**config.mk**
```make
export PLATFORM = sky130hd
export DESIGN_NAME = sdr_ctrl_top
export DESIGN_NICKNAME = d
export VERILOG_FILES = /design/src/common/sdr_pkg.sv /design/src/wb_req_capture.sv /design/src/refresh_timer.sv /design/src/sdram/sdr_dq_path.sv /design/src/sdram/sdr_cmd_fsm.sv /design/src/sdr_ctrl_top.sv
export VERILOG_INCLUDE_DIRS = /design/src /design/src/common
export SDC_FILE = /design/constraint.sdc
export NUM_CORES = 1
export LEC_CHECK = 0
export BUFFER_PORTS_ARGS = -buffer_cell sky130_fd_sc_hd__buf_2
export CORE_AREA = 3 3 155 142
export DETAILED_ROUTE_END_ITERATION = 6
export DIE_AREA = 0 0 158 145
export PLACE_DENSITY = 0.52
export SKIP_CTS_REPAIR_TIMING = 1
export SLEW_MARGIN = 20
export SYNTH_ARGS = -nofsm -noshare
export SYNTH_HDL_FRONTEND = slang
export SYNTH_SLANG_ARGS = --single-unit
export TNS_END_PERCENT = 5
```
**constraint.sdc**
```tcl
create_clock -name sdram_clk_0 -period 10.5 [get_ports sdram_clk_0]
set_clock_uncertainty 0.2 [all_clocks]
set_input_delay 2.1 -clock sdram_clk_0 [delete_from_list [all_inputs] [get_ports sdram_clk_0]]
set_output_delay 2.1 -clock sdram_clk_0 [all_outputs]
set_load 0.02 [all_outputs]
```
**src/common/sdr_cfg.svh**
```systemverilog
`ifndef SDR_CFG_SVH
`define SDR_CFG_SVH

// SDRAM timing, in sdram_clk_0 cycles
`define SDR_CAS_LATENCY 2
`define SDR_T_RCD 2
`define SDR_T_RP 2
`define SDR_T_RFC 7
// Write recovery plus auto-precharge
`define SDR_T_WR_AP 4

// Kept short for simulation
`define SDR_REFRESH_INTERVAL 390
`define SDR_INIT_WAIT 100

// SDRAM geometry
`define SDR_BA_W 2
`define SDR_ROW_W 13
`define SDR_COL_W 9
`define SDR_DQ_W 16

// Wishbone side
`define WB_DAT_W 32
`define WB_ADR_W 25

`endif

```
**src/common/sdr_pkg.sv**
```systemverilog
`include "sdr_cfg.svh"

package sdr_pkg;

   // Encoded as {ras_n, cas_n, we_n}
   typedef enum logic [2:0] {
      LOAD_MODE = 3'b000,
      REFRESH   = 3'b001,
      PRECHARGE = 3'b010,
      ACTIVE    = 3'b011,
      WRITE     = 3'b100,
      READ      = 3'b101,
      NOP       = 3'b111
   } sdr_cmd_e;

   // One Wishbone access, address already split
   typedef struct packed {
      logic                     we;
      logic [`SDR_BA_W-1:0]     ba;
      logic [`SDR_ROW_W-1:0]    row;
      // Word column, SDRAM column is {col, 1'b0}
      logic [`SDR_COL_W-2:0]    col;
      logic [`WB_DAT_W-1:0]     dat;
      logic [`WB_DAT_W/8-1:0]   sel;
   } wb_req_t;

   // Command and address pads
   typedef struct packed {
      logic                     cs_n;
      sdr_cmd_e                 cmd;
      logic [`SDR_BA_W-1:0]     ba;
      logic [`SDR_ROW_W-1:0]    a;
   } sdr_pad_t;

endpackage

```
**src/wb_req_capture.sv**
```systemverilog
`timescale 1ns/1ns
`include "sdr_cfg.svh"

module wb_req_capture (
   input  logic                     sdram_clk_0,
   input  logic                     wb_rst,
   input  logic                     wb_cyc_i,
   input  logic                     wb_stb_i,
   input  logic                     wb_we_i,
   input  logic [`WB_ADR_W-1:0]     wb_adr_i,
   input  logic [`WB_DAT_W-1:0]     wb_dat_i,
   input  logic [`WB_DAT_W/8-1:0]   wb_sel_i,
   input  logic [`WB_DAT_W-1:0]     rd_dat_i,
   input  logic                     done_i,
   output logic [`WB_DAT_W-1:0]     wb_dat_o,
   output logic                     wb_ack_o,
   output sdr_pkg::wb_req_t         req_o,
   output logic                     req_valid_o
);

   // Byte address layout {ba, row, col, byte}
   localparam int COL_LSB = $clog2(`WB_DAT_W / 8);
   localparam int ROW_LSB = COL_LSB + `SDR_COL_W - 1;
   localparam int BA_LSB  = ROW_LSB + `SDR_ROW_W;

   logic capture;

   // Master still holds stb during the ack cycle
   assign capture = wb_cyc_i && wb_stb_i && !req_valid_o && !wb_ack_o;

   always_ff @(posedge sdram_clk_0 or posedge wb_rst) begin
      if (wb_rst) begin
         req_valid_o <= 1'b0;
         wb_ack_o    <= 1'b0;
      end else begin
         wb_ack_o <= done_i;
         if (done_i) begin
            req_valid_o <= 1'b0;
         end else if (capture) begin
            req_valid_o <= 1'b1;
         end
      end
   end

   always_ff @(posedge sdram_clk_0) begin
      if (capture) begin
         req_o.we  <= wb_we_i;
         req_o.ba  <= wb_adr_i[BA_LSB +: `SDR_BA_W];
         req_o.row <= wb_adr_i[ROW_LSB +: `SDR_ROW_W];
         req_o.col <= wb_adr_i[COL_LSB +: `SDR_COL_W-1];
         req_o.dat <= wb_dat_i;
         req_o.sel <= wb_sel_i;
      end
   end

   // Read word held for the ack cycle
   always_ff @(posedge sdram_clk_0) begin
      if (done_i && !req_o.we) begin
         wb_dat_o <= rd_dat_i;
      end
   end

endmodule

```
**src/refresh_timer.sv**
```systemverilog
`timescale 1ns/1ns
`include "sdr_cfg.svh"

module refresh_timer (
   input  logic sdram_clk_0,
   input  logic wb_rst,
   input  logic init_done_i,
   input  logic ref_ack_i,
   output logic ref_req_o
);

   localparam int CNT_W = $clog2(`SDR_REFRESH_INTERVAL);

   logic [CNT_W-1:0] cnt;

   always_ff @(posedge sdram_clk_0 or posedge wb_rst) begin
      if (wb_rst) begin
         cnt       <= '0;
         ref_req_o <= 1'b0;
      end else if (ref_ack_i) begin
         cnt       <= '0;
         ref_req_o <= 1'b0;
      end else if (init_done_i && !ref_req_o) begin
         // Count parks at zero while a request is pending
         if (cnt == CNT_W'(`SDR_REFRESH_INTERVAL - 1)) begin
            cnt       <= '0;
            ref_req_o <= 1'b1;
         end else begin
            cnt <= cnt + 1'b1;
         end
      end
   end

endmodule

```
**src/sdram/sdr_dq_path.sv**
```systemverilog
`timescale 1ns/1ns
`include "sdr_cfg.svh"

module sdr_dq_path (
   input  logic                     sdram_clk_0,
   input  logic                     wb_rst,
   input  logic                     wr_hi_i,
   input  logic                     rd_start_i,
   input  logic [`WB_DAT_W-1:0]     dat_i,
   input  logic [`WB_DAT_W/8-1:0]   sel_i,
   input  logic [`SDR_DQ_W-1:0]     dq_i,
   output logic [`SDR_DQ_W-1:0]     dq_o,
   output logic [1:0]               dqm_o,
   output logic                     dq_oe_o,
   output logic [`WB_DAT_W-1:0]     rd_dat_o,
   output logic                     rd_done_o
);

   // READ decision, pad cycle, then CAS latency, then the dq_i register
   localparam int RD_DLY = `SDR_CAS_LATENCY + 2;

   logic                   wr_lo;
   logic [RD_DLY-1:0]      rd_sr;
   logic                   rd_lo;
   logic [`SDR_DQ_W-1:0]   dq_i_q;

   // High half goes out with the WRITE command, low half one cycle later
   always_ff @(posedge sdram_clk_0 or posedge wb_rst) begin
      if (wb_rst) begin
         wr_lo   <= 1'b0;
         dq_oe_o <= 1'b0;
         dq_o    <= '0;
         dqm_o   <= '0;
      end else begin
         wr_lo   <= wr_hi_i;
         dq_oe_o <= wr_hi_i | wr_lo;
         if (wr_hi_i) begin
            dq_o  <= dat_i[`WB_DAT_W-1 -: `SDR_DQ_W];
            dqm_o <= ~sel_i[3:2];
         end else if (wr_lo) begin
            dq_o  <= dat_i[`SDR_DQ_W-1:0];
            dqm_o <= ~sel_i[1:0];
         end else begin
            dq_o  <= '0;
            dqm_o <= '0;
         end
      end
   end

   always_ff @(posedge sdram_clk_0) begin
      dq_i_q <= dq_i;
   end

   always_ff @(posedge sdram_clk_0 or posedge wb_rst) begin
      if (wb_rst) begin
         rd_sr     <= '0;
         rd_lo     <= 1'b0;
         rd_done_o <= 1'b0;
      end else begin
         rd_sr     <= {rd_sr[RD_DLY-2:0], rd_start_i};
         rd_lo     <= rd_sr[RD_DLY-1];
         rd_done_o <= rd_lo;
      end
   end

   always_ff @(posedge sdram_clk_0) begin
      if (rd_sr[RD_DLY-1]) begin
         rd_dat_o[`WB_DAT_W-1 -: `SDR_DQ_W] <= dq_i_q;
      end
      if (rd_lo) begin
         rd_dat_o[`SDR_DQ_W-1:0] <= dq_i_q;
      end
   end

endmodule

```
**src/sdram/sdr_cmd_fsm.sv**
```systemverilog
`timescale 1ns/1ns
`include "sdr_cfg.svh"

module sdr_cmd_fsm (
   input  logic                     sdram_clk_0,
   input  logic                     wb_rst,
   input  sdr_pkg::wb_req_t         req_i,
   input  logic                     req_valid_i,
   input  logic                     ref_req_i,
   input  logic [`SDR_DQ_W-1:0]     dq_i,
   output logic                     done_o,
   output logic                     ref_ack_o,
   output logic                     init_done_o,
   output logic [`WB_DAT_W-1:0]     rd_dat_o,
   output sdr_pkg::sdr_pad_t        sdram_pad_o,
   output logic [1:0]               dqm_o,
   output logic [`SDR_DQ_W-1:0]     dq_o,
   output logic                     dq_oe_o,
   output logic                     cke_o
);
   import sdr_pkg::*;

   localparam int CNT_W = $clog2(`SDR_INIT_WAIT);
   // Burst length 2, sequential, CAS latency
   localparam logic [`SDR_ROW_W-1:0] MODE_REG = `SDR_ROW_W'((`SDR_CAS_LATENCY << 4) | 1);
   localparam int AP_BIT = 10;

   typedef enum logic [3:0] {
      S_INIT_WAIT, S_INIT_PRE, S_INIT_REF1, S_INIT_REF2,
      S_WAIT, S_IDLE, S_ACT, S_WR, S_RD
   } state_t;

   state_t                 state, state_nxt;
   logic [CNT_W-1:0]       cnt, cnt_nxt;
   sdr_pad_t               pad_nxt;
   logic                   init_nxt;
   logic [`SDR_ROW_W-1:0]  col_addr;
   logic                   wr_hi;
   logic                   rd_start;
   logic                   rd_done;

   always_comb begin
      col_addr = '0;
      col_addr[AP_BIT] = 1'b1;
      col_addr[`SDR_COL_W-1:0] = {req_i.col, 1'b0};
   end

   always_comb begin
      state_nxt    = state;
      cnt_nxt      = (cnt != '0) ? cnt - 1'b1 : cnt;
      pad_nxt.cs_n = 1'b0;
      pad_nxt.cmd  = NOP;
      pad_nxt.ba   = '0;
      pad_nxt.a    = '0;
      init_nxt     = init_done_o;
      wr_hi        = 1'b0;
      rd_start     = 1'b0;
      done_o       = 1'b0;
      ref_ack_o    = 1'b0;
      case (state)
         S_INIT_WAIT: if (cnt == '0) begin
            // Precharge all banks
            pad_nxt.cmd       = PRECHARGE;
            pad_nxt.a[AP_BIT] = 1'b1;
            cnt_nxt           = CNT_W'(`SDR_T_RP - 1);
            state_nxt         = S_INIT_PRE;
         end
         S_INIT_PRE: if (cnt == '0) begin
            pad_nxt.cmd = REFRESH;
            cnt_nxt     = CNT_W'(`SDR_T_RFC - 1);
            state_nxt   = S_INIT_REF1;
         end
         S_INIT_REF1: if (cnt == '0) begin
            pad_nxt.cmd = REFRESH;
            cnt_nxt     = CNT_W'(`SDR_T_RFC - 1);
            state_nxt   = S_INIT_REF2;
         end
         S_INIT_REF2: if (cnt == '0) begin
            pad_nxt.cmd = LOAD_MODE;
            pad_nxt.a   = MODE_REG;
            // tMRD fits inside tRP
            cnt_nxt     = CNT_W'(`SDR_T_RP - 1);
            init_nxt    = 1'b1;
            state_nxt   = S_WAIT;
         end
         S_WAIT: if (cnt == '0) begin
            state_nxt = S_IDLE;
         end
         S_IDLE: begin
            if (ref_req_i) begin
               pad_nxt.cmd = REFRESH;
               ref_ack_o   = 1'b1;
               cnt_nxt     = CNT_W'(`SDR_T_RFC - 1);
               state_nxt   = S_WAIT;
            end else if (req_valid_i) begin
               pad_nxt.cmd = ACTIVE;
               pad_nxt.ba  = req_i.ba;
               pad_nxt.a   = req_i.row;
               cnt_nxt     = CNT_W'(`SDR_T_RCD - 1);
               state_nxt   = S_ACT;
            end
         end
         S_ACT: if (cnt == '0) begin
            pad_nxt.ba = req_i.ba;
            pad_nxt.a  = col_addr;
            if (req_i.we) begin
               pad_nxt.cmd = WRITE;
               wr_hi       = 1'b1;
               cnt_nxt     = CNT_W'(`SDR_T_WR_AP - 1);
               state_nxt   = S_WR;
            end else begin
               pad_nxt.cmd = READ;
               rd_start    = 1'b1;
               state_nxt   = S_RD;
            end
         end
         S_WR: if (cnt == '0) begin
            done_o    = 1'b1;
            state_nxt = S_IDLE;
         end
         S_RD: if (rd_done) begin
            done_o    = 1'b1;
            state_nxt = S_IDLE;
         end
         default: state_nxt = S_IDLE;
      endcase
   end

   always_ff @(posedge sdram_clk_0 or posedge wb_rst) begin
      if (wb_rst) begin
         state            <= S_INIT_WAIT;
         cnt              <= CNT_W'(`SDR_INIT_WAIT - 1);
         init_done_o      <= 1'b0;
         sdram_pad_o.cs_n <= 1'b0;
         sdram_pad_o.cmd  <= NOP;
         sdram_pad_o.ba   <= '0;
         sdram_pad_o.a    <= '0;
      end else begin
         state       <= state_nxt;
         cnt         <= cnt_nxt;
         init_done_o <= init_nxt;
         sdram_pad_o <= pad_nxt;
      end
   end

   assign cke_o = 1'b1;

   sdr_dq_path sdr_dq_path_i (
      .sdram_clk_0 (sdram_clk_0),
      .wb_rst      (wb_rst),
      .wr_hi_i     (wr_hi),
      .rd_start_i  (rd_start),
      .dat_i       (req_i.dat),
      .sel_i       (req_i.sel),
      .dq_i        (dq_i),
      .dq_o        (dq_o),
      .dqm_o       (dqm_o),
      .dq_oe_o     (dq_oe_o),
      .rd_dat_o    (rd_dat_o),
      .rd_done_o   (rd_done)
   );

endmodule

```
**src/sdr_ctrl_top.sv**
```systemverilog
`timescale 1ns/1ns
`include "sdr_cfg.svh"

module sdr_ctrl_top (
   input  logic                     sdram_clk_0,
   input  logic                     wb_rst,
   input  logic                     wb_cyc_i,
   input  logic                     wb_stb_i,
   input  logic                     wb_we_i,
   input  logic [`WB_ADR_W-1:0]     wb_adr_i,
   input  logic [`WB_DAT_W-1:0]     wb_dat_i,
   input  logic [`WB_DAT_W/8-1:0]   wb_sel_i,
   output logic [`WB_DAT_W-1:0]     wb_dat_o,
   output logic                     wb_ack_o,
   output sdr_pkg::sdr_pad_t        sdram_pad_o,
   output logic [1:0]               dqm_o,
   output logic [`SDR_DQ_W-1:0]     dq_o,
   output logic                     dq_oe_o,
   input  logic [`SDR_DQ_W-1:0]     dq_i,
   output logic                     cke_o
);
   import sdr_pkg::*;

   wb_req_t                req;
   logic                   req_valid;
   logic                   done;
   logic                   ref_req;
   logic                   ref_ack;
   logic                   init_done;
   logic [`WB_DAT_W-1:0]   rd_dat;

   wb_req_capture wb_req_capture_i (
      .sdram_clk_0 (sdram_clk_0),
      .wb_rst      (wb_rst),
      .wb_cyc_i    (wb_cyc_i),
      .wb_stb_i    (wb_stb_i),
      .wb_we_i     (wb_we_i),
      .wb_adr_i    (wb_adr_i),
      .wb_dat_i    (wb_dat_i),
      .wb_sel_i    (wb_sel_i),
      .rd_dat_i    (rd_dat),
      .done_i      (done),
      .wb_dat_o    (wb_dat_o),
      .wb_ack_o    (wb_ack_o),
      .req_o       (req),
      .req_valid_o (req_valid)
   );

   refresh_timer refresh_timer_i (
      .sdram_clk_0 (sdram_clk_0),
      .wb_rst      (wb_rst),
      .init_done_i (init_done),
      .ref_ack_i   (ref_ack),
      .ref_req_o   (ref_req)
   );

   sdr_cmd_fsm sdr_cmd_fsm_i (
      .sdram_clk_0 (sdram_clk_0),
      .wb_rst      (wb_rst),
      .req_i       (req),
      .req_valid_i (req_valid),
      .ref_req_i   (ref_req),
      .dq_i        (dq_i),
      .done_o      (done),
      .ref_ack_o   (ref_ack),
      .init_done_o (init_done),
      .rd_dat_o    (rd_dat),
      .sdram_pad_o (sdram_pad_o),
      .dqm_o       (dqm_o),
      .dq_o        (dq_o),
      .dq_oe_o     (dq_oe_o),
      .cke_o       (cke_o)
   );

endmodule

```
==> metrics <==
GRT overflow=0; Startpoint Class=flip-flop; Adder-Cell Fraction of Synth Area=under 10%; clock root cell=clkbuf_16; sequential share of power=~48%; ant diodes=0; 1st-iter DRT viols=229; RSZ-0062 raised after global routing=false; outcome=completed; worst skew pair latency=roughly 500 ps; maximum root-to-sink buffer count=3; TritonCTS clock tree=done; Ports=about 150; Int Power=between 0.0015 and 0.002 W; Die Y=roughly 150 um; largest family of logic cells by synthesized area=simple AND/OR/NAND/NOR gates; first-pass GRT wire length=22.5 mm; number of vias after detailed routing=~4.1k; FMAX=288 MHz; Min Hold Slack=roughly 150 ps; CP peak stage delay=520 ps; register area share after synthesis=80.1%; ys flop type=edfxtp_1; ratio of final minimum period to clock period=approximately a third; Die Area=approximately 23000 sq um; largest net degree at the start of global routing=69; Final Max Tran Viols=0; flip-flop and latch count after synthesis=between 200 and 250; dpl cell area=a little over 8000 sq um; via/cell ratio=approximately 4.6; fin area=just under 9000 sq um; clock-pin slew on the worst setup and hold paths=around 60 ps; count of different cell masters after synthesis=54; vias in the first global route=roughly 4.2k; count of final setup violators=0; met3 wire length=1.39 mm; register area=~5800 sq um; Nets=around 690; setup tns final=0 ps; P_leak=approximately 3.8 nW; kind of critical path=flip-flop to output pin; Area Overhead vs Synth=24.0%; site row count=50; cell family with most CP delay=flip-flops; crit path max fanout=1; GP Congestion=0.797; max cap viols=0; async set or reset register ratio after synthesis=32.7%; Worst Hold Class=flip-flop to flip-flop; fin crit period=3480 ps; Post-synth EDFFs=124; multi-input logic area=~1300 sq um; total CTS buffers=22; Worst R2R Setup Slack=between 7000 and 8000 ps; worst path bufs/invs=1; CORE AREA=slightly above 20000 sq um; Port Buffers=around 150; Avg Inst Size Synth=between 15 and 20 sq um; Routed WL per cell=approximately 16 um; layout cells sized above 1=33.2%; ANT nets after route=0; WP data arrival=between 1000 and 1500 ps; Pre-Repair DR Iteration Count=4; Synth Area in XOR/XNOR=between 1 and 1.5%; Synth Area in Compound Gates=5.24%; dpl cells=about 840; Initial Utilization=34.9%; multiplexer share of the synthesized area=0%; clock share of power=about a third; slowest library cell on the worst path=dfstp_2; Comb pwr share=around 18%; CP Capture Type=output pin; Final Hold Fails=0; initial antenna violation count=1; Least-Margin Pin Slew=921 ps; relative slew slack=approximately 39%; Die X=158 um; WL final=between 10 and 15 mm; clock sinks=roughly 210; Synth Instances=445; met1 WL=6.37 mm; fillers=roughly 1.9k; simple-gate portion of the synthesized area=around 10%; Power Dens Cells=241 nW/um^2; required time worst endpoint=8200 ps; met2 wire len=between 6 and 7 mm; synthesized net count=533; final std cells w/o fill=just under 900; Detail Placement HPWL=approximately 9.4 mm; Yosys warnings=0; Residual DRC=0; Mapped Area=roughly 7000 sq um; switch share=between 20% and 30%; crit-path cells=buf_2; DR top layer=met5; Sw Pwr=approximately 0.0006 W; Peak VDD IR=a little over 100 uV; # H-tree levels=1; total track usage=12.3%
[cells in the final DEF, fill, tap and decap left out, types with 2 or more instances in the layout]
cell	Yosys	layout
inv_2	2	3
edfxtp_1	124	124
buf_2	8	149
nor3b_2	2	2
a21oi_1	7	7
buf_4	2	4
clkbuf_16	0	23
clkinv_2	0	3
a21o_1	3	3
a22o_1	7	7
dfrtp_1	61	61
nand3b_1	5	5
xnor2_1	5	5
xor2_1	7	7
nand2b_1	6	6
a32o_1	3	3
o21ai_0	9	9
nor3_1	8	8
nor2b_1	3	3
o21a_1	2	2
nand4_1	6	6
clkinvlp_4	0	2
a311o_1	2	2
ha_1	6	6
o31ai_1	5	5
nor4b_1	2	2
nand2_1	45	45
and3_1	3	3
nor2_1	20	20
o21ai_1	4	4
nand3_1	20	20
clkbuf_1	3	8
inv_1	10	9
dfxtp_1	16	16
and2_1	7	7
clkbuf_8	0	2
conb_1	2	2
dfstp_2	7	7
[stage by stage]
step                power (W)  setup WS (ps)  utilization (%)
floorplan             0.00130           1750                -
global placement      0.00141           6830             39.8
detailed placement    0.00142           6780             39.8
CTS                   0.00218           6990             43.3
global route          0.00226           6980             43.3
finish                0.00215           7020             43.3
[cell families (layout without fill, tap and decap cells)]
| kind of cell | after synthesis | after routing |
|---|---|---|
| flops | 208 | 208 |
| simple gates | 136 | 136 |
| compound gates | 52 | 52 |
| buf+inv | 29 | 205 |
| xor+xnor | 12 | 12 |
| fa+ha+maj | 6 | 6 |
| other cells | 2 | 2 |
[final timing paths]
kind	start	end	cells after the start
worst min-delay path	sdr_cmd_fsm_i.sdr_dq_path_i.rd_sr[2]$_DFF_PP0_	sdr_cmd_fsm_i.sdr_dq_path_i.rd_sr[3]$_DFF_PP0_	0
worst max register to register	sdr_cmd_fsm_i.cnt[0]$_DFF_PP1_	wb_req_capture_i.wb_dat_o[29]$_DFFE_PP_	9
max in group asynchronous	wb_rst	sdr_cmd_fsm_i.sdr_dq_path_i.rd_lo$_DFF_PP0_	3
worst max-delay path	sdr_cmd_fsm_i.sdram_pad_o[15]$_DFF_PP1_	sdram_pad_o[15]	1
min in group asynchronous	wb_rst	sdr_cmd_fsm_i.sdram_pad_o[2]$_DFF_PP0_	3
worst min register to register	sdr_cmd_fsm_i.sdr_dq_path_i.rd_sr[2]$_DFF_PP0_	sdr_cmd_fsm_i.sdr_dq_path_i.rd_sr[3]$_DFF_PP0_	0
[synthesized netlist by cell type (all sizes together) (6+ instances only)]
cell / n / area (sq um)
o31ai: 6 / 50.1
nor3: 9 / 50.1
dfrtp: 61 / 1530
edfxtp: 124 / 3720
buf: 14 / 85.1
inv: 12 / 45.1
xor2: 7 / 61.3
o21ai: 13 / 65.1
dfxtp: 16 / 320
ha: 6 / 75.1
nand2b: 6 / 37.5
dfstp: 7 / 184
a21oi: 7 / 35.0
a22o: 7 / 61.3
nand4: 6 / 37.5
nor2: 21 / 81.3
and2: 7 / 43.8
nand3: 20 / 100
nand2: 47 / 186
[flip-flops by register name, summed over array words and instances (netlist names), 2 cells and up]
signal                                flops
refresh_timer_i.cnt                       9
sdr_cmd_fsm_i.cnt                         7
sdr_cmd_fsm_i.sdr_dq_path_i.dq_i_q       16
sdr_cmd_fsm_i.sdr_dq_path_i.dq_o         16
sdr_cmd_fsm_i.sdr_dq_path_i.dqm_o         2
sdr_cmd_fsm_i.sdr_dq_path_i.rd_dat_o     32
sdr_cmd_fsm_i.sdr_dq_path_i.rd_sr         4
sdr_cmd_fsm_i.sdram_pad_o                18
sdr_cmd_fsm_i.state                       4
wb_req_capture_i.req_o                   60
wb_req_capture_i.wb_dat_o                32
[cell type report]
cell class | instances | area share, %
inverters | 12 | 0.506
flip-flops and latches | 208 | 64.6
repair buffers | 153 | 8.71
multi-input cells | 208 | 14.6
clock buffers | 33 | 7.11
clock inverters | 7 | 0.773
well taps | 260 | 3.65
[power by group through the flow]
stage	Sequential, W	Combinational [W]	Clock [W]
after floorplan	0.00105	0.000248	0
after global placement	0.00104	0.000375	0
after detailed placement	0.00104	0.000383	0
after CTS	0.00102	0.000385	0.000771
after global routing	0.00103	0.000423	0.000805
final	0.00102	0.000382	0.000742
[layer usage]
layer  global-route usage [%]  vias up
li1                         -     1932
met1                     16.6     1966
met2                     18.4      157
met3                     5.10       28
met4                     3.48        2
met5                        0        -
No activity file was read; power rests on OpenSTA's default activity.
